File: config.mk
export PLATFORM = sky130hd
export DESIGN_NAME = asg_table_flat
export DESIGN_NICKNAME = d
export VERILOG_FILES = /design/src/source/asg_pkg.sv /design/src/source/asg_rd_if.sv /design/src/source/asg_bus_if.sv /design/src/source/asg_table.sv /design/src/flat_wrapper.sv
export SDC_FILE = /design/constraint.sdc
export NUM_CORES = 2
export LEC_CHECK = 0
export BUFFER_PORTS_ARGS = -buffer_cell sky130_fd_sc_hd__buf_2
export CAP_MARGIN = 0
export CORE_ASPECT_RATIO = 1.75
export CORE_MARGIN = 2
export CORE_UTILIZATION = 45
export CTS_BUF_LIST = sky130_fd_sc_hd__clkbuf_16
export CTS_CLUSTER_DIAMETER = 30
export DETAILED_ROUTE_END_ITERATION = 12
export GPL_TIMING_DRIVEN = 1
export SLEW_MARGIN = 40
export SYNTH_ARGS = -nofsm -noshare
export SYNTH_HDL_FRONTEND = slang
export SYNTH_SLANG_ARGS = --single-unit
File: constraint.sdc
create_clock -name sto -period 8.4 [get_ports sto]
set_input_delay 1.68 -clock sto [delete_from_list [all_inputs] [get_ports sto]]
set_output_delay 1.68 -clock sto [all_outputs]
set_load 0.01 [all_outputs]
File: src/source/asg_pkg.sv
package asg_pkg;

  //////////////////////////////////////////////////
  // sample format
  //////////////////////////////////////////////////

  // one DAC sample in two's complement
  // same word in table, stream and bus data lines
  typedef logic signed [15:0] dat_t;

  //////////////////////////////////////////////////
  // sequencer states
  //////////////////////////////////////////////////

  typedef enum logic [1:0] {
    // waiting for trigger
    st_idle,
    // periodic run
    st_per,
    // burst table beats
    st_bdat,
    // burst hold beats
    st_bgap
  } seq_state_t;

  //////////////////////////////////////////////////
  // default widths
  //////////////////////////////////////////////////

  // pointer integer bits, table depth is 2**def_cwm
  localparam int unsigned def_cwm = 8;
  // pointer fraction bits
  localparam int unsigned def_cwf = 8;
  // burst period counter
  localparam int unsigned def_cwl = 16;
  // burst repetition counter
  localparam int unsigned def_cwn = 8;
  // trigger inputs
  localparam int unsigned def_tn  = 2;

endpackage
File: src/source/asg_rd_if.sv
`timescale 1ns/10ps

interface asg_rd_if #(
  int unsigned cwm = asg_pkg::def_cwm
);

  // pointer advancing, table read wanted
  logic           aen;
  // beat to be produced
  logic           run;
  // beat closes the final burst
  logic           lst;
  // integer part of pointer
  logic [cwm-1:0] raddr;
  // output register can take a beat
  logic           rdy;

  // sequencer side
  modport seq (
    output aen, run, lst, raddr,
    input  rdy
  );

  // table side
  // rdy comes back from the output stage
  modport tbl (
    input  aen, run, lst, raddr,
    output rdy
  );

endinterface

File: src/source/asg_bus_if.sv
`timescale 1ns/10ps

interface asg_bus_if #(
  int unsigned cwm = asg_pkg::def_cwm
);

  // access strobes
  logic           wen;
  logic           ren;
  // table word address
  logic [cwm-1:0] addr;
  asg_pkg::dat_t  wdata;
  asg_pkg::dat_t  rdata;
  // one cycle after each strobe
  logic           ack;

  // CPU side
  modport master (
    output wen, ren, addr, wdata,
    input  rdata, ack
  );

  // sample table side
  modport tbl (
    input  wen, ren, addr, wdata,
    output rdata, ack
  );

endinterface

File: src/source/asg_table.sv
`timescale 1ns/10ps

module asg_table #(
  int unsigned cwm = asg_pkg::def_cwm
) (
  input  logic          sto,
  input  logic          ctl_rst,
  // stream
  input  logic          tready,
  output asg_pkg::dat_t tdata,
  output logic          tvalid,
  output logic          tlast,
  // CPU access
  asg_bus_if.tbl        bus,
  // sequencer
  asg_rd_if.tbl         rd
);

  typedef logic [cwm-1:0] adr_t;

  // sample memory
  asg_pkg::dat_t mem [0:2**cwm-1];

  // first read stage
  adr_t adr_r;
  logic vld_r;
  logic ren_r;
  logic lst_r;

  //////////////////////////////////////////////////
  // CPU port
  //////////////////////////////////////////////////

  // write and read-back, rdy not involved
  always_ff @(posedge sto) begin
    if (bus.wen) begin
      mem[bus.addr] <= bus.wdata;
    end
    if (bus.ren) begin
      bus.rdata <= mem[bus.addr];
    end
  end

  always_ff @(posedge sto) begin
    if (ctl_rst) begin
      bus.ack <= 1'b0;
    end else begin
      bus.ack <= bus.wen || bus.ren;
    end
  end

  //////////////////////////////////////////////////
  // stream read pipeline
  //////////////////////////////////////////////////

  // free slot or beat leaving this cycle
  assign rd.rdy = tready || !tvalid;

  // address and data registers
  always_ff @(posedge sto) begin
    if (rd.rdy) begin
      if (rd.aen) begin
        adr_r <= rd.raddr;
      end
      // hold beats keep the last sample
      if (ren_r) begin
        tdata <= mem[adr_r];
      end
    end
  end

  // flags ride along with the address, then the data
  always_ff @(posedge sto) begin
    if (ctl_rst) begin
      vld_r  <= 1'b0;
      ren_r  <= 1'b0;
      lst_r  <= 1'b0;
      tvalid <= 1'b0;
      tlast  <= 1'b0;
    end else if (rd.rdy) begin
      vld_r  <= rd.run;
      ren_r  <= rd.aen;
      lst_r  <= rd.lst;
      tvalid <= vld_r;
      tlast  <= lst_r;
    end
  end

endmodule

File: src/flat_wrapper.sv
// flat-port wrapper written by rule: the top's interface ports become plain ports
module asg_table_flat 
#(
  int unsigned cwm = asg_pkg::def_cwm
)
  (sto, ctl_rst, tready, tdata, tvalid, tlast, bus_wen, bus_ren, bus_addr, bus_wdata, bus_rdata, bus_ack, rd_aen, rd_run, rd_lst, rd_raddr, rd_rdy);
  asg_bus_if #(.cwm(cwm)) bus_i ();
  asg_rd_if #(.cwm(cwm)) rd_i ();
  input  logic sto;
  input  logic ctl_rst;
  input  logic tready;
  output asg_pkg::dat_t tdata;
  output logic tvalid;
  output logic tlast;
  input wire logic [$bits(bus_i.wen)-1:0] bus_wen;
  input wire logic [$bits(bus_i.ren)-1:0] bus_ren;
  input wire logic [$bits(bus_i.addr)-1:0] bus_addr;
  input wire logic [$bits(bus_i.wdata)-1:0] bus_wdata;
  output wire logic [$bits(bus_i.rdata)-1:0] bus_rdata;
  output wire logic [$bits(bus_i.ack)-1:0] bus_ack;
  input wire logic [$bits(rd_i.aen)-1:0] rd_aen;
  input wire logic [$bits(rd_i.run)-1:0] rd_run;
  input wire logic [$bits(rd_i.lst)-1:0] rd_lst;
  input wire logic [$bits(rd_i.raddr)-1:0] rd_raddr;
  output wire logic [$bits(rd_i.rdy)-1:0] rd_rdy;
  assign bus_i.wen = bus_wen;
  assign bus_i.ren = bus_ren;
  assign bus_i.addr = bus_addr;
  assign bus_i.wdata = bus_wdata;
  assign bus_rdata = bus_i.rdata;
  assign bus_ack = bus_i.ack;
  assign rd_i.aen = rd_aen;
  assign rd_i.run = rd_run;
  assign rd_i.lst = rd_lst;
  assign rd_i.raddr = rd_raddr;
  assign rd_rdy = rd_i.rdy;
  asg_table #(.cwm(cwm)) u_core (.sto(sto), .ctl_rst(ctl_rst), .tready(tready), .tdata(tdata), .tvalid(tvalid), .tlast(tlast), .bus(bus_i), .rd(rd_i));
endmodule
==> results.md <==
* CTS tree: done
* Worst R2R Start: u_core.adr_r[0]
* Core footprint at 425000 um^2
* HPWL Detailed at 507 mm
* Mux share of post-synthesis cell area at 27.0%
* Row Count at 317
* Total GRT Usage at 34.9%
* DR vias at 116045
* Synth area leader: edfxtp_1
* Nets at 9969
* Share of the synthesized area in the top cell type at 64.8%
* Hold path startpoint: u_core.lst_r
* Failing checks: antenna rules
* FILL cells at 32661
* Wire per inst at 47.3 um
* CTS max path bufs at 4
* Yosys warns at 0
* Worst-skew pair later-pin latency at 1.06 ns
* Max-slew headroom at 30.0%
* Slew @ Worst Pin at 1.05 ns
* Number of synthesized register bits at 4142
* Synthesized cell area at 192000 um^2
* Setup TNS Final at 0 ns
* Root buffer cell: clkbuf_16
* CP max stage delay at 0.89 ns
* CTS Sinks at 4142
* Lkg Pwr at 71.0 nW
* Synth Area in Simple Gates at 2.04%
* Die Y at 867 um
* Pins over their slew limit at 0
* Hold_buf cts at 0
* Largest family of logic cells by synthesized area: multiplexers
* Ys async rst share at 0%
* # DRC at 0
* Min-delay worst type: flop to flop
* Port Buffers at 75
* Setup violations, final at 0
* Distinct cells, synth at 62
* Fin. Hold Viols at 0
* CP Launch Type: flop
* Final Util at 52.7%
* Final worst slack at 2.49 ns
* Syn nets at 9516
* DRT Pass-1 Iters at 8
* CP endpoint kind: flop
* Synth Area in Compound Gates at 3.74%
* Placer Congestion at 0.990
* Clock skew at 0.0737 ns
* Syn avg cell area at 20.2 um^2
* Initial drt markers at 16766
* Vias in the first global route at 115415
* Hold WS at 0.445 ns
* Commonest cells after routing, fill and taps aside: edfxtp_1, mux4_2, mux2i_1
* Area growth, synth to finish at 16.9%
* Post-synth EDFFs at 4136
* Clk pin slew, worst setup/hold paths at 0.06 ns
* WP data required at 9.10 ns
* Critical-path cell with the highest stage delay: edfxtp_1
* Chip width at 497 um
* Crit-path most repeated cell: buf_4
* Power consumption at 0.0521 W
* Synth top area cells: edfxtp_1, mux4_2, mux2i_1
* Setup CP Type: flop to flop
* Outcome: complete, but fails checks
* Post-synthesis sequential area ratio at 64.9%
* Adder-cell share of the synthesized area at 0%
* F_max at 169 MHz
* Final Cycle Share at 70.3%
* Max Fanout on Critical Path at 24
* Post-Place Worst Slack at 2.10 ns
* Share of cells above drive strength 1 at 38.6%
* First-pass GRT wire length at 1020 mm
* Worst vdd ir at 0.210 mV
* Crit path DAT at 6.61 ns
* Num ports at 76
* DRT antenna net count at 1
* GRT Residual Overflow at 0
* Most common cell after layout, fill and taps aside: edfxtp_1
* Period minus WS final at 5.91 ns
* Max_cap viols at 0
* Post-CTS setup buffers at 0
* Die Area at 431000 um^2
* Initial antenna violation count at 84
* H-tree levels at 6
* Initial core utilization at 45.1%
* Via/cell ratio at 7.23
* CTS Buf Count at 567
* Largest net degree at the start of global routing at 179
* Final wirelength at 760 mm
* Setup repair after global routing missed its margin: no
* Post-Synthesis Cells at 9476
* Power per cell area at 232 nW/um^2
* Ys flop type: edfxtp_1
* Crit path cell chain: buf_4, buf_12, buf_4, mux2i_1, o221ai_1, o22ai_1, o21ai_1, buf_4, o211ai_1, or3_1, nor4_1
* XOR/XNOR Fraction of Synth Area at 0%
* Post-CTS sizing at 0
* CP startpoint: u_core.adr_r[0]
power by group:
| part | internal (W) | switching (W) |
|---|---|---|
| registers | 0.0228 | 0.0000727 |
| clock network | 0.0151 | 0.00971 |
| logic | 0.00148 | 0.00290 |
through the flow:
step,instances,area (um^2)
after floorplan,9476,192000
after global placement,14814,201000
after detailed placement,14918,204000
after CTS,15937,223000
after global routing,16006,224000
final,16051,224000
flip-flops by register name, summed over array words and instances, names as in the netlist:
signal / count
u_core.adr_r: 8
u_core.bus.rdata: 16
u_core.tlast: 1
u_core.lst_r: 1
u_core.ren_r: 1
u_core.bus.ack: 1
u_core.tdata: 16
u_core.mem: 4096
u_core.vld_r: 1
u_core.tvalid: 1
worst paths after layout:
| kind | endpoint | slack, ns | cells after the start |
|---|---|---|---|
| min | u_core.tlast | 0.44 | 2 |
| max | u_core.tdata[3] | 2.49 | 11 |
| min reg2reg | u_core.tlast | 0.44 | 2 |
| max reg2reg | u_core.tdata[3] | 2.49 | 11 |
per-layer routing:
metal / part of all wire [%] / vias up / wire length [um] / global-route usage [%]
met2: 47 / 8673 / 361000 / 55.4
met3: 9.6 / 2442 / 73200 / 7.95
met5: 0.036 / - / 275 / 0
li1: - / 42781 / - / -
met1: 31 / 62113 / 235000 / 38.4
met4: 12 / 36 / 90600 / 34.1
cell usage after synthesis (all sizes together), types with 7 or more instances:
library cell and number:
a211oi 16, nor4 29, a22o 65, o21ai 59, buf 517, nand3 67
o22ai 213, a22oi 121, and3 12, inv 10, clkbuf 264, o311ai 7
mux2i 755, nor2 325, edfxtp 4136, o221ai 188, or3 13, and2 15
nand2b 19, o32ai 28, a2111oi 28, mux4 1962, nor3 143, or4 14
a221oi 76, nor2b 21, nand4 27, nand2 128, a21oi 153
critical path: cells and delay by family (launching register included):
kind                   cells  cell delay, ns
AND/OR/NAND/NOR            2            1.38
flip-flops                 1            0.89
AO/OA/AOI/OAI              4            1.65
buffers and inverters      4            1.44
multiplexers               1            0.14
cell families (layout without fill, tap and decap cells):
kind of cell    after synthesis  in the layout
buf+inv                     792           1695
other cells                   0             90
simple gates                834            834
flops                      4142           4142
compound gates              987            987
mux                        2721           2721
area by class of cell:
type	instances	area, um^2	share of cell area, %
multi-input cells	4542	65500	29.3
well taps	5582	6980	3.12
inverters	11	53.8	0.0240
clock inverters	430	4550	2.03
flip-flops and latches	4142	124000	55.5
clock buffers	589	14700	6.58
repair buffers	665	7580	3.38
diodes	90	225	0.101
No activity file was read; power rests on OpenSTA's default activity.
