===== config.mk =====
export PLATFORM = sky130hd
export DESIGN_NAME = asg_seq_flat
export DESIGN_NICKNAME = d
export VERILOG_FILES = /design/src/source/asg_pkg.sv /design/src/source/asg_rd_if.sv /design/src/source/asg_seq.sv /design/src/flat_wrapper.sv
export SDC_FILE = /design/constraint.sdc
export NUM_CORES = 1
export LEC_CHECK = 0
export BUFFER_PORTS_ARGS = -buffer_cell sky130_fd_sc_hd__buf_2
export CORE_ASPECT_RATIO = 1.75
export CORE_UTILIZATION = 59
export DETAILED_ROUTE_END_ITERATION = 6
export PLACE_DENSITY = 0.94
export SYNTH_ARGS = -nofsm -noshare
export SYNTH_HDL_FRONTEND = slang
export SYNTH_SLANG_ARGS = --single-unit

===== constraint.sdc =====
create_clock -name sto -period 14.3 [get_ports sto]
set_input_delay 2.145 -clock sto [delete_from_list [all_inputs] [get_ports sto]]
set_output_delay 2.145 -clock sto [all_outputs]
set_load 0.01 [all_outputs]

===== src/source/asg_pkg.sv =====
package asg_pkg;

  //////////////////////////////////////////////////
  // sample format
  //////////////////////////////////////////////////

  // one DAC sample in two's complement
  // same word in table, stream and bus data lines
  typedef logic signed [15:0] dat_t;

  //////////////////////////////////////////////////
  // sequencer states
  //////////////////////////////////////////////////

  typedef enum logic [1:0] {
    // waiting for trigger
    st_idle,
    // periodic run
    st_per,
    // burst table beats
    st_bdat,
    // burst hold beats
    st_bgap
  } seq_state_t;

  //////////////////////////////////////////////////
  // default widths
  //////////////////////////////////////////////////

  // pointer integer bits, table depth is 2**def_cwm
  localparam int unsigned def_cwm = 8;
  // pointer fraction bits
  localparam int unsigned def_cwf = 8;
  // burst period counter
  localparam int unsigned def_cwl = 16;
  // burst repetition counter
  localparam int unsigned def_cwn = 8;
  // trigger inputs
  localparam int unsigned def_tn  = 2;

endpackage

===== src/source/asg_rd_if.sv =====
`timescale 1ns/10ps

interface asg_rd_if #(
  int unsigned cwm = asg_pkg::def_cwm
);

  // pointer advancing, table read wanted
  logic           aen;
  // beat to be produced
  logic           run;
  // beat closes the final burst
  logic           lst;
  // integer part of pointer
  logic [cwm-1:0] raddr;
  // output register can take a beat
  logic           rdy;

  // sequencer side
  modport seq (
    output aen, run, lst, raddr,
    input  rdy
  );

  // table side
  // rdy comes back from the output stage
  modport tbl (
    input  aen, run, lst, raddr,
    output rdy
  );

endinterface


===== src/source/asg_seq.sv =====
`timescale 1ns/10ps

module asg_seq #(
  int unsigned cwm = asg_pkg::def_cwm,
  int unsigned cwf = asg_pkg::def_cwf,
  int unsigned cwl = asg_pkg::def_cwl,
  int unsigned cwn = asg_pkg::def_cwn,
  int unsigned tn  = asg_pkg::def_tn
) (
  input  logic               sto,
  input  logic               ctl_rst,
  // trigger
  input  logic [tn-1:0]      trg_in,
  input  logic [tn-1:0]      cfg_trg,
  output logic               trg_out,
  // interrupts
  output logic               irq_trg,
  output logic               irq_stp,
  // periodic setup, fixed point
  input  logic [cwm+cwf-1:0] cfg_siz,
  input  logic [cwm+cwf-1:0] cfg_stp,
  input  logic [cwm+cwf-1:0] cfg_off,
  // burst setup
  input  logic               cfg_ben,
  input  logic               cfg_inf,
  input  logic [cwm-1:0]     cfg_bdl,
  input  logic [cwl-1:0]     cfg_bln,
  input  logic [cwn-1:0]     cfg_bnm,
  // toward the table
  asg_rd_if.seq              rd
);

  // pointer width and common width for beat compare
  localparam int unsigned cw  = cwm + cwf;
  localparam int unsigned cwb = (cwl > cwm) ? cwl : cwm;

  typedef logic [cw-1:0]  ptr_t;
  typedef logic [cw:0]    ptr_ext_t;
  typedef logic [cwb-1:0] beat_t;
  typedef logic [cwl-1:0] bln_t;
  typedef logic [cwn-1:0] rep_t;

  asg_pkg::seq_state_t state;

  // read pointer
  ptr_t     ptr;
  ptr_ext_t ptr_nxt;
  ptr_ext_t ptr_sub;
  ptr_t     ptr_adv;

  // burst counters
  bln_t cnt_bln;
  rep_t cnt_bnm;

  logic trg_acc;
  logic burst;
  logic end_bdl;
  logic end_bln;
  logic end_bnm;
  logic per_end;
  logic evt_str;
  logic evt_rpt;
  logic evt_trg;

  //////////////////////////////////////////////////
  // status and events
  //////////////////////////////////////////////////

  // masked trigger
  assign trg_acc = |(trg_in & cfg_trg);

  assign burst   = (state == asg_pkg::st_bdat) || (state == asg_pkg::st_bgap);
  // last table beat of the period
  assign end_bdl = beat_t'(cnt_bln) == beat_t'(cfg_bdl);
  assign end_bln = cnt_bln == cfg_bln;
  // infinite run never reaches the final burst
  assign end_bnm = (cnt_bnm == cfg_bnm) && !cfg_inf;
  assign per_end = burst && end_bln;

  // start from idle, restart at period end
  assign evt_str = rd.rdy && (state == asg_pkg::st_idle) && trg_acc;
  assign evt_rpt = rd.rdy && per_end && !end_bnm;
  assign evt_trg = evt_str || evt_rpt;

  //////////////////////////////////////////////////
  // state machine and burst counters
  //////////////////////////////////////////////////

  always_ff @(posedge sto) begin
    if (ctl_rst) begin
      state   <= asg_pkg::st_idle;
      cnt_bln <= '0;
      cnt_bnm <= '0;
    end else if (rd.rdy) begin
      case (state)
        asg_pkg::st_idle: begin
          // triggers count only here
          if (trg_acc) begin
            state   <= cfg_ben ? asg_pkg::st_bdat : asg_pkg::st_per;
            cnt_bln <= '0;
            cnt_bnm <= '0;
          end
        end
        asg_pkg::st_bdat, asg_pkg::st_bgap: begin
          if (end_bln) begin
            // period done, restart or stop
            cnt_bln <= '0;
            cnt_bnm <= cnt_bnm + rep_t'(1);
            state   <= end_bnm ? asg_pkg::st_idle : asg_pkg::st_bdat;
          end else begin
            cnt_bln <= cnt_bln + bln_t'(1);
            // switch to hold beats after the last table beat
            if ((state == asg_pkg::st_bdat) && end_bdl) begin
              state <= asg_pkg::st_bgap;
            end
          end
        end
        // periodic run holds until reset
        default: state <= state;
      endcase
    end
  end

  //////////////////////////////////////////////////
  // fixed point read pointer
  //////////////////////////////////////////////////

  // step, then take one table length off
  assign ptr_nxt = {1'b0, ptr} + {1'b0, cfg_stp} + ptr_ext_t'(1);
  assign ptr_sub = ptr_nxt - ({1'b0, cfg_siz} + ptr_ext_t'(1));
  // negative difference means no wrap yet
  assign ptr_adv = ptr_sub[cw] ? ptr_nxt[cw-1:0] : ptr_sub[cw-1:0];

  always_ff @(posedge sto) begin
    if (rd.rdy) begin
      // offset sets the phase on every start
      if (evt_trg) begin
        ptr <= cfg_off;
      end else if (rd.aen) begin
        ptr <= ptr_adv;
      end
    end
  end

  //////////////////////////////////////////////////
  // outputs
  //////////////////////////////////////////////////

  assign rd.run   = state != asg_pkg::st_idle;
  // hold beats keep the address
  assign rd.aen   = (state == asg_pkg::st_per) || (state == asg_pkg::st_bdat);
  assign rd.lst   = per_end && end_bnm;
  assign rd.raddr = ptr[cwf +: cwm];

  assign irq_trg = evt_trg;
  // last beat accepted into the pipeline
  assign irq_stp = rd.lst && rd.rdy;

  always_ff @(posedge sto) begin
    if (ctl_rst) begin
      trg_out <= 1'b0;
    end else begin
      trg_out <= evt_trg;
    end
  end

endmodule


===== src/flat_wrapper.sv =====
// flat-port wrapper written by rule: the top's interface ports become plain ports
module asg_seq_flat 
#(
  int unsigned cwm = asg_pkg::def_cwm,
  int unsigned cwf = asg_pkg::def_cwf,
  int unsigned cwl = asg_pkg::def_cwl,
  int unsigned cwn = asg_pkg::def_cwn,
  int unsigned tn  = asg_pkg::def_tn
)
  (sto, ctl_rst, trg_in, cfg_trg, trg_out, irq_trg, irq_stp, cfg_siz, cfg_stp, cfg_off, cfg_ben, cfg_inf, cfg_bdl, cfg_bln, cfg_bnm, rd_aen, rd_run, rd_lst, rd_raddr, rd_rdy);
  asg_rd_if #(.cwm(cwm)) rd_i ();
  input  logic sto;
  input  logic ctl_rst;
  input  logic [tn-1:0] trg_in;
  input  logic [tn-1:0] cfg_trg;
  output logic trg_out;
  output logic irq_trg;
  output logic irq_stp;
  input  logic [cwm+cwf-1:0] cfg_siz;
  input  logic [cwm+cwf-1:0] cfg_stp;
  input  logic [cwm+cwf-1:0] cfg_off;
  input  logic cfg_ben;
  input  logic cfg_inf;
  input  logic [cwm-1:0] cfg_bdl;
  input  logic [cwl-1:0] cfg_bln;
  input  logic [cwn-1:0] cfg_bnm;
  output wire logic [$bits(rd_i.aen)-1:0] rd_aen;
  output wire logic [$bits(rd_i.run)-1:0] rd_run;
  output wire logic [$bits(rd_i.lst)-1:0] rd_lst;
  output wire logic [$bits(rd_i.raddr)-1:0] rd_raddr;
  input wire logic [$bits(rd_i.rdy)-1:0] rd_rdy;
  assign rd_aen = rd_i.aen;
  assign rd_run = rd_i.run;
  assign rd_lst = rd_i.lst;
  assign rd_raddr = rd_i.raddr;
  assign rd_i.rdy = rd_rdy;
  asg_seq #(.cwm(cwm), .cwf(cwf), .cwl(cwl), .cwn(cwn), .tn(tn)) u_core (.sto(sto), .ctl_rst(ctl_rst), .trg_in(trg_in), .cfg_trg(cfg_trg), .trg_out(trg_out), .irq_trg(irq_trg), .irq_stp(irq_stp), .cfg_siz(cfg_siz), .cfg_stp(cfg_stp), .cfg_off(cfg_off), .cfg_ben(cfg_ben), .cfg_inf(cfg_inf), .cfg_bdl(cfg_bdl), .cfg_bln(cfg_bln), .cfg_bnm(cfg_bnm), .rd(rd_i));
endmodule

==> flow_metrics.env, run 1 <==
export IMPL_syn_avg_cell_area_sq_um=8.19
export IMPL_setup_violations=0
export IMPL_core_area_sq_mm=0.00686
export IMPL_slew_violations=0
export IMPL_yosys_register_bits=43
export IMPL_power_switching_mw=0.609
export IMPL_synth_adder_area_share_pct=12.4
export IMPL_cp_start_kind="input port"
export IMPL_worstSetupPathType="in2reg"
export IMPL_final_common_cell="buf_2"
export IMPL_clock_latency_ns=0.29
export IMPL_pwr_share_comb_pct=75.8
export IMPL_ys_async_sr_fraction_pct=0
export IMPL_finClkSkew_ns=0.00641
export IMPL_powerDensity_mw_per_mm2=270
export IMPL_endpoint_kind="register"
export IMPL_rows=40
export IMPL_drt_iter0_markers=208
export IMPL_routedWlPerCell_um=15.6
export IMPL_leakage_nw=2.18
export IMPL_grt_pass1_vias=4119
export IMPL_fin_crit_sh_pct=48.3
export IMPL_cts_resized_gates=0
export IMPL_synth_simple_area_share_pct=19.5
export IMPL_drcViolationCount=0
export IMPL_synth_cell_types=55
export IMPL_place_hpwl_um=8530
export IMPL_track_usage_pct=29.6
export IMPL_cts_hold_buf=0
export IMPL_start_util_pct=60.7
export IMPL_fin_tns_setup_ns=0
export IMPL_switching_share_pct=46.9
export IMPL_root_buffer="clkbuf_16"
export IMPL_fin_util_pct=70.1
export IMPL_cp_required_ns=14.33
export IMPL_min_period_ns=6.91
export IMPL_timing_hold_violations_final=0
export IMPL_grt_overflow=0
export IMPL_hold_path_class="reg2reg"
export IMPL_grt_pass1_wl_um=17200
export IMPL_fmax_ghz=0.145
export IMPL_numCtsBuffers=5
export IMPL_syn_nets=637
export IMPL_synthFlopType="dfxtp_1"
export IMPL_layout_common_cells="buf_2, nor2_1, ha_1, xnor2_1"
export IMPL_drive_gt1_share_pct=20.7
export IMPL_clockBufferDepth=2
export IMPL_portBuffers=102
export IMPL_synth_xor_area_share_pct=15.4
export IMPL_worstMarginPinSlew_ns=1.04
export IMPL_n_fill_cell=513
export IMPL_clockPowerShare_pct=8.7
export IMPL_cts_tree="built"
export IMPL_dr_total_vias=4037
export IMPL_internal_power_mw=0.690
export IMPL_ant_nets=0
export IMPL_io_pins=103
export IMPL_grt_max_degree=33
export IMPL_cts_setup_buffers=0
export IMPL_clock_sinks=43
export IMPL_yosysSeqAreaShare_pct=24.5
export IMPL_ys_warn_count=0
export IMPL_detail_route_first_pass_iterations=4
export IMPL_htree_levels=2
export IMPL_synth_edf_count=16
export IMPL_status="complete, no violations"
export IMPL_cp_max_fo=16
export IMPL_diodes=0
export IMPL_syn_to_final_growth_pct=15.4
export IMPL_maxCapViolations=0
export IMPL_syn_cell_area_sq_mm=0.00416
export IMPL_die_h_um=113
export IMPL_arrival_ns=6.94
export IMPL_antenna_found_initial=0
export IMPL_rrSetupSlack_ns=8.90
export IMPL_synth_top_family_by_area="simple AND/OR/NAND/NOR gates"
export IMPL_relSlewSlack_pct=28.6
export IMPL_wl_um=10600
export IMPL_die_w_um=65.5
export IMPL_dieArea_sq_mm=0.00741
export IMPL_synthMuxAreaShare_pct=3.40
export IMPL_pwr_share_seq_pct=15.5
export IMPL_rsz0062_at_grt="no"
export IMPL_nets=727
export IMPL_gp_congestion=0.931
export IMPL_synth_compound_area_share_pct=18.8
export IMPL_clk_pin_slew_ns=0.06
export IMPL_peakVddDrop_mv=0.136
export IMPL_synthCells=508
export IMPL_viasPerCell=5.91
critical path, cell delays in order:
cell and delay (ns):
buf_2 0.10, ha_1 0.35, a21o_1 0.18, a21oi_1 0.20, a21oi_1 0.09, a2111oi_0 0.91
a211oi_1 0.27, o21ai_0 0.31, xnor2_1 0.18, ha_1 0.33, inv_1 0.10, o21ai_0 0.12
a21o_1 0.24, a221oi_4 0.36, xor2_4 0.56, nor2_1 0.14, a221o_1 0.35
final timing paths:
kind                                     endpoint  cells after the start         startpoint
worst min-delay path            u_core.cnt_bnm[6]                      2  u_core.cnt_bnm[6]
worst max-delay path               u_core.ptr[15]                     17         cfg_stp[3]
worst min register to register  u_core.cnt_bnm[6]                      2  u_core.cnt_bnm[6]
worst max register to register     u_core.ptr[15]                     16      u_core.ptr[3]
logic make-up (layout without fill, tap and decap cells):
logic type,count (synthesis),in the layout
flops,43,43
xor+xnor,71,71
buf+inv,54,145
compound gates,116,116
fa+ha+maj,40,40
simple gates,170,170
mux,14,14
stage by stage:
step / instances / setup WS, ns / hold WS [ns] / cell area [sq um] / power (mW)
global placement: 675 / 7.34 / 0.505 / 4670 / 1.12
detailed placement: 675 / 7.13 / 0.516 / 4670 / 1.17
finish: 683 / 7.39 / 0.517 / 4810 / 1.30
CTS: 683 / 7.42 / 0.524 / 4810 / 1.29
global route: 683 / 7.14 / 0.562 / 4810 / 1.39
floorplan: 508 / 8.15 / 0.483 / 4160 / 1.02
layout make-up:
class	instances	area, sq um	area share (%)
clock buffer	7	133	2.76
inverter	34	128	2.66
tap	84	105	2.19
multi-input combinational	411	2900	60.3
clock inverter	1	5.00	0.104
timing repair buffer	103	518	10.8
sequential	43	1020	21.2
state kept, by name, indices dropped and copies added (netlist names):
signal / flops
u_core.cnt_bln: 16
u_core.cnt_bnm: 8
u_core.ptr: 16
u_core.trg_out: 1
u_core.state: 2
per-layer routing:
layer | vias up | track usage [%] | wire, um
li1 | 1964 | - | -
met2 | 176 | 57.1 | 5650
met4 | 0 | 19.3 | 557
met1 | 1846 | 27.2 | 3930
met5 | - | 0 | 0
met3 | 51 | 4.54 | 509
power groups by stage:
stage | clock network (mW) | registers [mW] | logic (mW)
floorplan | 0 | 0.198 | 0.817
global placement | 0 | 0.202 | 0.919
detailed placement | 0 | 0.204 | 0.964
CTS | 0.114 | 0.201 | 0.972
global route | 0.117 | 0.203 | 1.07
finish | 0.112 | 0.202 | 0.985
cells in the mapped netlist, drive strengths merged, types with 11 or more instances:
library cell,instances,area [sq um]
nor2,70,263
edfxtp,16,480
inv,34,128
o21ai,23,115
ha,38,475
xnor2,36,315
nand2,29,109
a21oi,41,228
clkbuf,11,41.3
nand4,11,68.8
xor2,35,325
dfxtp,27,541
mux2i,13,130
Power figures use the tool's default switching activity.
==> inputs of run 2 (changes only) <==
- CORE_UTILIZATION: 59 -> 55
- PLACE_DENSITY: 0.94 -> 0.89
- clock period: 14.3 -> 6.8 ns (I/O delays scaled with it)
==> run 2 against run 1 <==
Effect of this change: combinational power increased by 110%; worst setup slack got worse by 6.1 ns; power increased by 110%; critical endpoint unchanged; sequential power increased by 110%; count of clock-buffer cells in the layout decreased by 1; core utilization decreased by 4.0 points; highest routed layer unchanged; non-clock buffer count unchanged; flip-flop and latch count unchanged; register-to-register slack got worse by 7.2 ns; critical path type unchanged.
==> flow_metrics.env, run 2 (synthesized netlist as in run 1, its figures left out) <==
export IMPL_status="complete, no violations"
export IMPL_endpoint_kind="register"
export IMPL_rows=41
export IMPL_core_area_sq_mm=0.00728
export IMPL_cts_setup_buffers=0
export IMPL_worstSetupPathDepth=17
export IMPL_power_switching_mw=1.28
export IMPL_root_buffer="clkbuf_16"
export IMPL_nets=727
export IMPL_internal_power_mw=1.45
export IMPL_rr_worst_depth=16
export IMPL_viasPerCell=5.81
export IMPL_cts_hold_buf=0
export IMPL_htree_levels=2
export IMPL_leakage_nw=2.19
export IMPL_layout_common_cells="buf_2, nor2_1, ha_1, xnor2_1"
export IMPL_layout_cells_non_filler=685
export IMPL_finClkSkew_ns=0.00529
export IMPL_fin_tns_setup_ns=0
export IMPL_maxCapViolations=0
export IMPL_dr_total_vias=3983
export IMPL_reg_top3="u_core.cnt_bln: 16 flops, u_core.ptr: 16 flops, u_core.cnt_bnm: 8 flops"
export IMPL_die_h_um=117
export IMPL_syn_to_final_growth_pct=15.6
export IMPL_clk_pin_slew_ns=0.07
export IMPL_crit_chain="buf_2 -> ha_1 -> a21o_1 -> a21oi_1 -> a21oi_1 -> a2111oi_0 -> a211oi_1 -> o21ai_0 -> xnor2_1 -> ha_1 -> inv_1 -> o21ai_0 -> a21o_1 -> a221oi_4 -> xor2_4 -> nor2_1 -> a221o_1"
export IMPL_worstMarginPinSlew_ns=0.921
export IMPL_dp_cells=677
export IMPL_switching_share_pct=46.8
export IMPL_cp_max_fo=16
export IMPL_dieArea_sq_mm=0.00793
export IMPL_cts_tree="built"
export IMPL_grt_max_degree=33
export IMPL_pwr_share_comb_pct=75.7
export IMPL_clock_sinks=43
export IMPL_gp_congestion=0.959
export IMPL_timing_hold_violations_final=0
export IMPL_portBuffers=102
export IMPL_wl_um=10500
export IMPL_crit_end="u_core.ptr[15]"
export IMPL_min_period_ns=5.56
export IMPL_grt_pass1_vias=3951
export IMPL_clock_latency_ns=0.29
export IMPL_clockBufferDepth=2
export IMPL_grt_overflow=0
export IMPL_diodes=0
export IMPL_detail_route_first_pass_iterations=5
export IMPL_worstSetupPathType="in2reg"
export IMPL_critPathBufInv=2
export IMPL_rrSetupSlack_ns=1.67
export IMPL_peakVddDrop_mv=0.315
export IMPL_slew_violations=0
export IMPL_track_usage_pct=27.6
export IMPL_cp_start_kind="input port"
export IMPL_fmax_ghz=0.180
export IMPL_place_hpwl_um=8400
export IMPL_drcViolationCount=0
export IMPL_fin_total_pwr_mw=2.73
export IMPL_final_common_cell="buf_2"
export IMPL_relSlewSlack_pct=37.0
export IMPL_critPathMaxStageDelay_ns=0.80
export IMPL_arrival_ns=5.61
export IMPL_antenna_found_initial=0
export IMPL_rsz0062_at_grt="no"
export IMPL_fin_crit_sh_pct=81.8
export IMPL_ant_nets=0
export IMPL_pwr_share_seq_pct=15.3
export IMPL_n_fill_cell=601
export IMPL_cts_resized_gates=0
export IMPL_reg2reg_from="u_core.ptr[3]"
export IMPL_numCtsBuffers=5
export IMPL_io_pins=103
export IMPL_hold_path_class="reg2reg"
export IMPL_cp_required_ns=6.85
export IMPL_drt_iter0_markers=171
export IMPL_r2r_end="u_core.ptr[15]"
export IMPL_critPathLaunch="cfg_stp[3]"
export IMPL_cp_top_family="compound AO/OA/AOI/OAI gates"
export IMPL_start_util_pct=57.1
export IMPL_powerDensity_mw_per_mm2=567
export IMPL_die_w_um=67.8
export IMPL_cp_slowest_cell="a2111oi_0"
export IMPL_clockPowerShare_pct=9.0
export IMPL_drive_gt1_share_pct=20.9
export IMPL_grt_pass1_wl_um=16400
export IMPL_routedWlPerCell_um=15.3
export IMPL_setup_violations=0
[run 2: cell types whose count changed in the layout (fill, tap and decap cells not counted), sizes merged]
cell    before  now
clkbuf       7    6
inv         34   35
[run 2: worst min path at each step]
stage,depth (start not counted),from,slack [ns],end
detailed placement,2,u_core.cnt_bnm[6],0.53,u_core.cnt_bnm[6]
finish,2,u_core.cnt_bnm[6],0.53,u_core.cnt_bnm[6]
floorplan,2,u_core.cnt_bnm[6],0.48,u_core.cnt_bnm[6]
CTS,2,u_core.cnt_bnm[6],0.54,u_core.cnt_bnm[6]
global route,2,u_core.cnt_bnm[4],0.55,u_core.cnt_bnm[4]
global placement,2,u_core.cnt_bnm[6],0.50,u_core.cnt_bnm[6]
[run 2: metrics by stage]
stage	hold slack [ns]	setup WS, ns	cell area [sq um]	util, %
floorplan	0.483	1.78	4160	-
global placement	0.504	1.16	4670	64.1
detailed placement	0.534	1.02	4670	64.1
CTS	0.543	1.32	4810	66.0
global route	0.555	0.876	4810	66.0
finish	0.533	1.24	4810	66.0
[run 2: worst register-to-register path, cell delays in order, from the launching register on]
cell       delay [ns]
edfxtp_1         0.40
ha_1             0.37
a21o_1           0.18
a21oi_1          0.18
a21oi_1          0.09
a2111oi_0        0.80
a211oi_1         0.24
o21ai_0          0.27
xnor2_1          0.18
ha_1             0.33
inv_1            0.10
o21ai_0          0.12
a21o_1           0.23
a221oi_4         0.36
xor2_4           0.57
nor2_1           0.13
a221o_1          0.34
[run 2: metal layers]
metal	share of wire [%]	track usage, %	up-vias
met3	5.1	5.14	43
met5	0	0	-
met1	35	24.3	1814
met2	55	52.2	164
met4	4.9	21.3	0
li1	-	-	1962
[run 2: cell type report]
| cell class | count | area (sq um) | area share, % |
|---|---|---|---|
| multi-input combinational | 411 | 2900 | 60.2 |
| tap | 86 | 108 | 2.24 |
| sequential | 43 | 1020 | 21.2 |
| clock inverter | 2 | 11.3 | 0.234 |
| timing repair buffer | 103 | 518 | 10.8 |
| inverter | 34 | 128 | 2.65 |
| clock buffer | 6 | 129 | 2.68 |
[run 2: power by group through the flow]
stage / Clock (mW) / Sequential [mW] / Combinational, mW
after floorplan: 0 / 0.417 / 1.72
after global placement: 0 / 0.421 / 1.94
after detailed placement: 0 / 0.425 / 2.02
after CTS: 0.246 / 0.419 / 2.04
after global routing: 0.253 / 0.427 / 2.24
final: 0.245 / 0.418 / 2.06
==> inputs of run 3 (changes only) <==
- ABC_AREA: unset -> 1
- CORE_UTILIZATION: 55 -> 51
- PLACE_DENSITY: 0.89 -> 0.85
- clock period: 6.8 -> 4.84 ns (I/O delays scaled with it)
==> run 3 against run 2 <==
Effect of this change: via count increased by 37%; count of clock-buffer cells in the layout unchanged; sequential share of layout area decreased by 3.4 points; register-to-register slack got worse by 0.38 ns; first-iteration DRC count increased by 27%; highest routed layer unchanged.
==> flow_metrics.env, run 3 <==
export IMPL_cts_setup_buffers=0
export IMPL_dieArea_sq_mm=0.0103
export IMPL_powerDensity_mw_per_mm2=698
export IMPL_leakage_nw=3.21
export IMPL_dp_cells=1059
export IMPL_hold_path_class="reg2reg"
export IMPL_synthFlopType="dfxtp_1"
export IMPL_endpoint_kind="register"
export IMPL_min_delay_start="u_core.cnt_bnm[7]"
export IMPL_yosys_area_top_type="nand2_1"
export IMPL_internal_power_mw=1.71
export IMPL_pwr_share_seq_pct=14.2
export IMPL_cts_tree="built"
export IMPL_grt_max_degree=21
export IMPL_syn_cell_area_sq_mm=0.00506
export IMPL_timing_hold_violations_final=0
export IMPL_gp_congestion=0.982
export IMPL_root_buffer="clkbuf_16"
export IMPL_syn_avg_cell_area_sq_um=5.93
export IMPL_crit_chain="buf_2 -> inv_1 -> ha_1 -> fa_1 -> inv_1 -> nand2_1 -> nand2_1 -> nand2_1 -> o21bai_1 -> xor2_1 -> ha_1 -> nand2_2 -> inv_2 -> a21oi_2 -> nand2_2 -> a21oi_1 -> nand2_1 -> nand2_4 -> nand2_1 -> nand2_1 -> nand2_1 -> nand2_1"
export IMPL_core_area_sq_mm=0.00953
export IMPL_placed_area_sq_mm=0.00558
export IMPL_use_met1_pct=26.2
export IMPL_maxCapViolations=0
export IMPL_routedWlPerCell_um=13.6
export IMPL_synthCells=853
export IMPL_io_pins=103
export IMPL_worstSetupPathType="in2reg"
export IMPL_synth_cell_types=40
export IMPL_reg_top3="u_core.cnt_bln: 16 flops, u_core.ptr: 16 flops, u_core.cnt_bnm: 8 flops"
export IMPL_htree_levels=2
export IMPL_cp_max_fo=16
export IMPL_die_w_um=77.3
export IMPL_cp_slowest_cell="fa_1"
export IMPL_yosys_register_bits=43
export IMPL_grt_met3_usage_pct=3.36
export IMPL_slew_violations=0
export IMPL_cp_start_kind="input port"
export IMPL_min_period_ns=3.76
export IMPL_yosysMostFrequentCell="nand2_1"
export IMPL_synth_top_area_share_pct=24.0
export IMPL_met2_usage_pct=57.5
export IMPL_synth_edf_count=16
export IMPL_rsz0062_at_grt="no"
export IMPL_fin_tns_setup_ns=0
export IMPL_cts_resized_gates=0
export IMPL_track_usage_pct=29.4
export IMPL_yosysSeqAreaShare_pct=20.2
export IMPL_switching_share_pct=57.1
export IMPL_portBuffers=102
export IMPL_fmax_ghz=0.266
export IMPL_clk_pin_slew_ns=0.06
export IMPL_fin_crit_sh_pct=77.7
export IMPL_detail_route_first_pass_iterations=5
export IMPL_ys_top_cells_by_area="nand2_1, dfxtp_1, inv_1"
export IMPL_relSlewSlack_pct=54.2
export IMPL_ant_nets=0
export IMPL_antenna_found_initial=0
export IMPL_layout_cells_non_filler=1067
export IMPL_cts_hold_buf=0
export IMPL_grt_overflow=0
export IMPL_cp_required_ns=5.00
export IMPL_crit_top_cell="nand2_1"
export IMPL_clock_latency_ns=0.29
export IMPL_syn_nets=982
export IMPL_drt_iter0_markers=218
export IMPL_dr_total_vias=5460
export IMPL_die_h_um=134
export IMPL_clockBufferDepth=2
export IMPL_final_common_cell="nand2_1"
export IMPL_worstMarginPinSlew_ns=0.686
export IMPL_peakVddDrop_mv=0.344
export IMPL_arrival_ns=3.93
export IMPL_drcViolationCount=0
export IMPL_finClkSkew_ns=0.00405
export IMPL_viasPerCell=5.12
export IMPL_rows=47
export IMPL_clockPowerShare_pct=8.7
export IMPL_drive_gt1_share_pct=15.1
export IMPL_grt_pass1_wl_um=23700
export IMPL_final_area_sq_mm=0.00572
export IMPL_setup_violations=0
export IMPL_ys_async_sr_fraction_pct=0
export IMPL_critPathMaxStageDelay_ns=0.40
export IMPL_wl_um=14600
export IMPL_numCtsBuffers=5
export IMPL_ys_warn_count=0
export IMPL_critPathLaunch="cfg_stp[0]"
export IMPL_holdWs_ns=0.496
export IMPL_busiest_layer="met2"
export IMPL_syn_to_final_growth_pct=13.2
export IMPL_nets=1073
export IMPL_reg2reg_from="u_core.ptr[0]"
export IMPL_pwr_share_comb_pct=77.1
export IMPL_clock_sinks=43
export IMPL_power_switching_mw=2.28
export IMPL_layout_common_cells="nand2_1, inv_1, buf_2, nor2_1, nand3_1"
export IMPL_start_util_pct=53.1
export IMPL_diodes=0
export IMPL_place_hpwl_um=12200
export IMPL_status="complete, no violations"
export IMPL_synth_common_cells="nand2_1, inv_1, nor2_1"
export IMPL_grt_pass1_vias=5295
-- run 3: cell types whose count changed after synthesis, moves of 8 or more --
cell / before / now
clkbuf_1: 11 / 2
nand3_1: 9 / 58
nand2_2: 0 / 9
nor4_1: 9 / 1
mux2i_1: 13 / 0
xor2_1: 34 / 25
inv_1: 34 / 139
a21o_1: 9 / 1
xnor2_1: 36 / 9
nand2_1: 29 / 323
o21ai_0: 23 / 10
-- run 3: path summary, 6_finish.rpt --
path	endpoint	cells after the start	slack [ns]
min reg2reg	u_core.cnt_bnm[7]	2	0.50
max	u_core.ptr[10]	22	1.08
min	u_core.cnt_bnm[7]	2	0.50
max reg2reg	u_core.ptr[10]	21	1.29
-- run 3: cells by family after synthesis --
logic type | after synthesis | synth area share (%)
buf+inv | 162 | 13.4
fa+ha+maj | 40 | 10.2
flops | 43 | 20.2
compound gates | 63 | 7.08
simple gates | 511 | 43.3
xor+xnor | 34 | 5.89
-- run 3: metrics by stage --
| stage | setup WS [ns] | util [%] | total power, mW |
|---|---|---|---|
| final | 1.08 | 60.1 | 4.00 |
| after global routing | 0.738 | 60.1 | 4.38 |
| after CTS | 1.10 | 60.1 | 3.96 |
| after detailed placement | 0.817 | 58.6 | 3.60 |
| after global placement | 0.840 | 58.6 | 3.59 |
| after floorplan | 1.32 | - | 2.88 |
-- run 3: power by group through the flow --
stage | sequential (mW) | combinational (mW) | clock [mW]
2_1_floorplan | 0.563 | 2.32 | 0
3_3_place_gp | 0.574 | 3.01 | 0
3_5_place_dp | 0.578 | 3.02 | 0
4_1_cts | 0.569 | 3.05 | 0.346
5_1_grt | 0.575 | 3.44 | 0.361
6_report | 0.568 | 3.08 | 0.347
-- run 3: final cells by class --
| class | instances | area (sq um) |
|---|---|---|
| sequential | 43 | 1020 |
| fill | 987 | 3800 |
| clock inverter | 2 | 11.3 |
| multi-input combinational | 648 | 3360 |
| clock buffer | 6 | 129 |
| tap | 122 | 153 |
| timing repair buffer | 102 | 510 |
| inverter | 144 | 541 |
-- run 3: worst max-delay path: cells and delay by family --
| kind | cells | cell delay [ns] |
|---|---|---|
| AO/OA/AOI/OAI | 3 | 0.57 |
| XOR/XNOR | 1 | 0.33 |
| adder cells (fa/ha/maj) | 3 | 0.98 |
| buffers and inverters | 4 | 0.24 |
| AND/OR/NAND/NOR | 11 | 1.07 |
-- run 3: metal layers --
layer / wire [um] / vias up
met5: 0 / -
met4: 1200 / 0
met3: 533 / 59
met2: 7860 / 165
met1: 4960 / 2408
li1: - / 2828
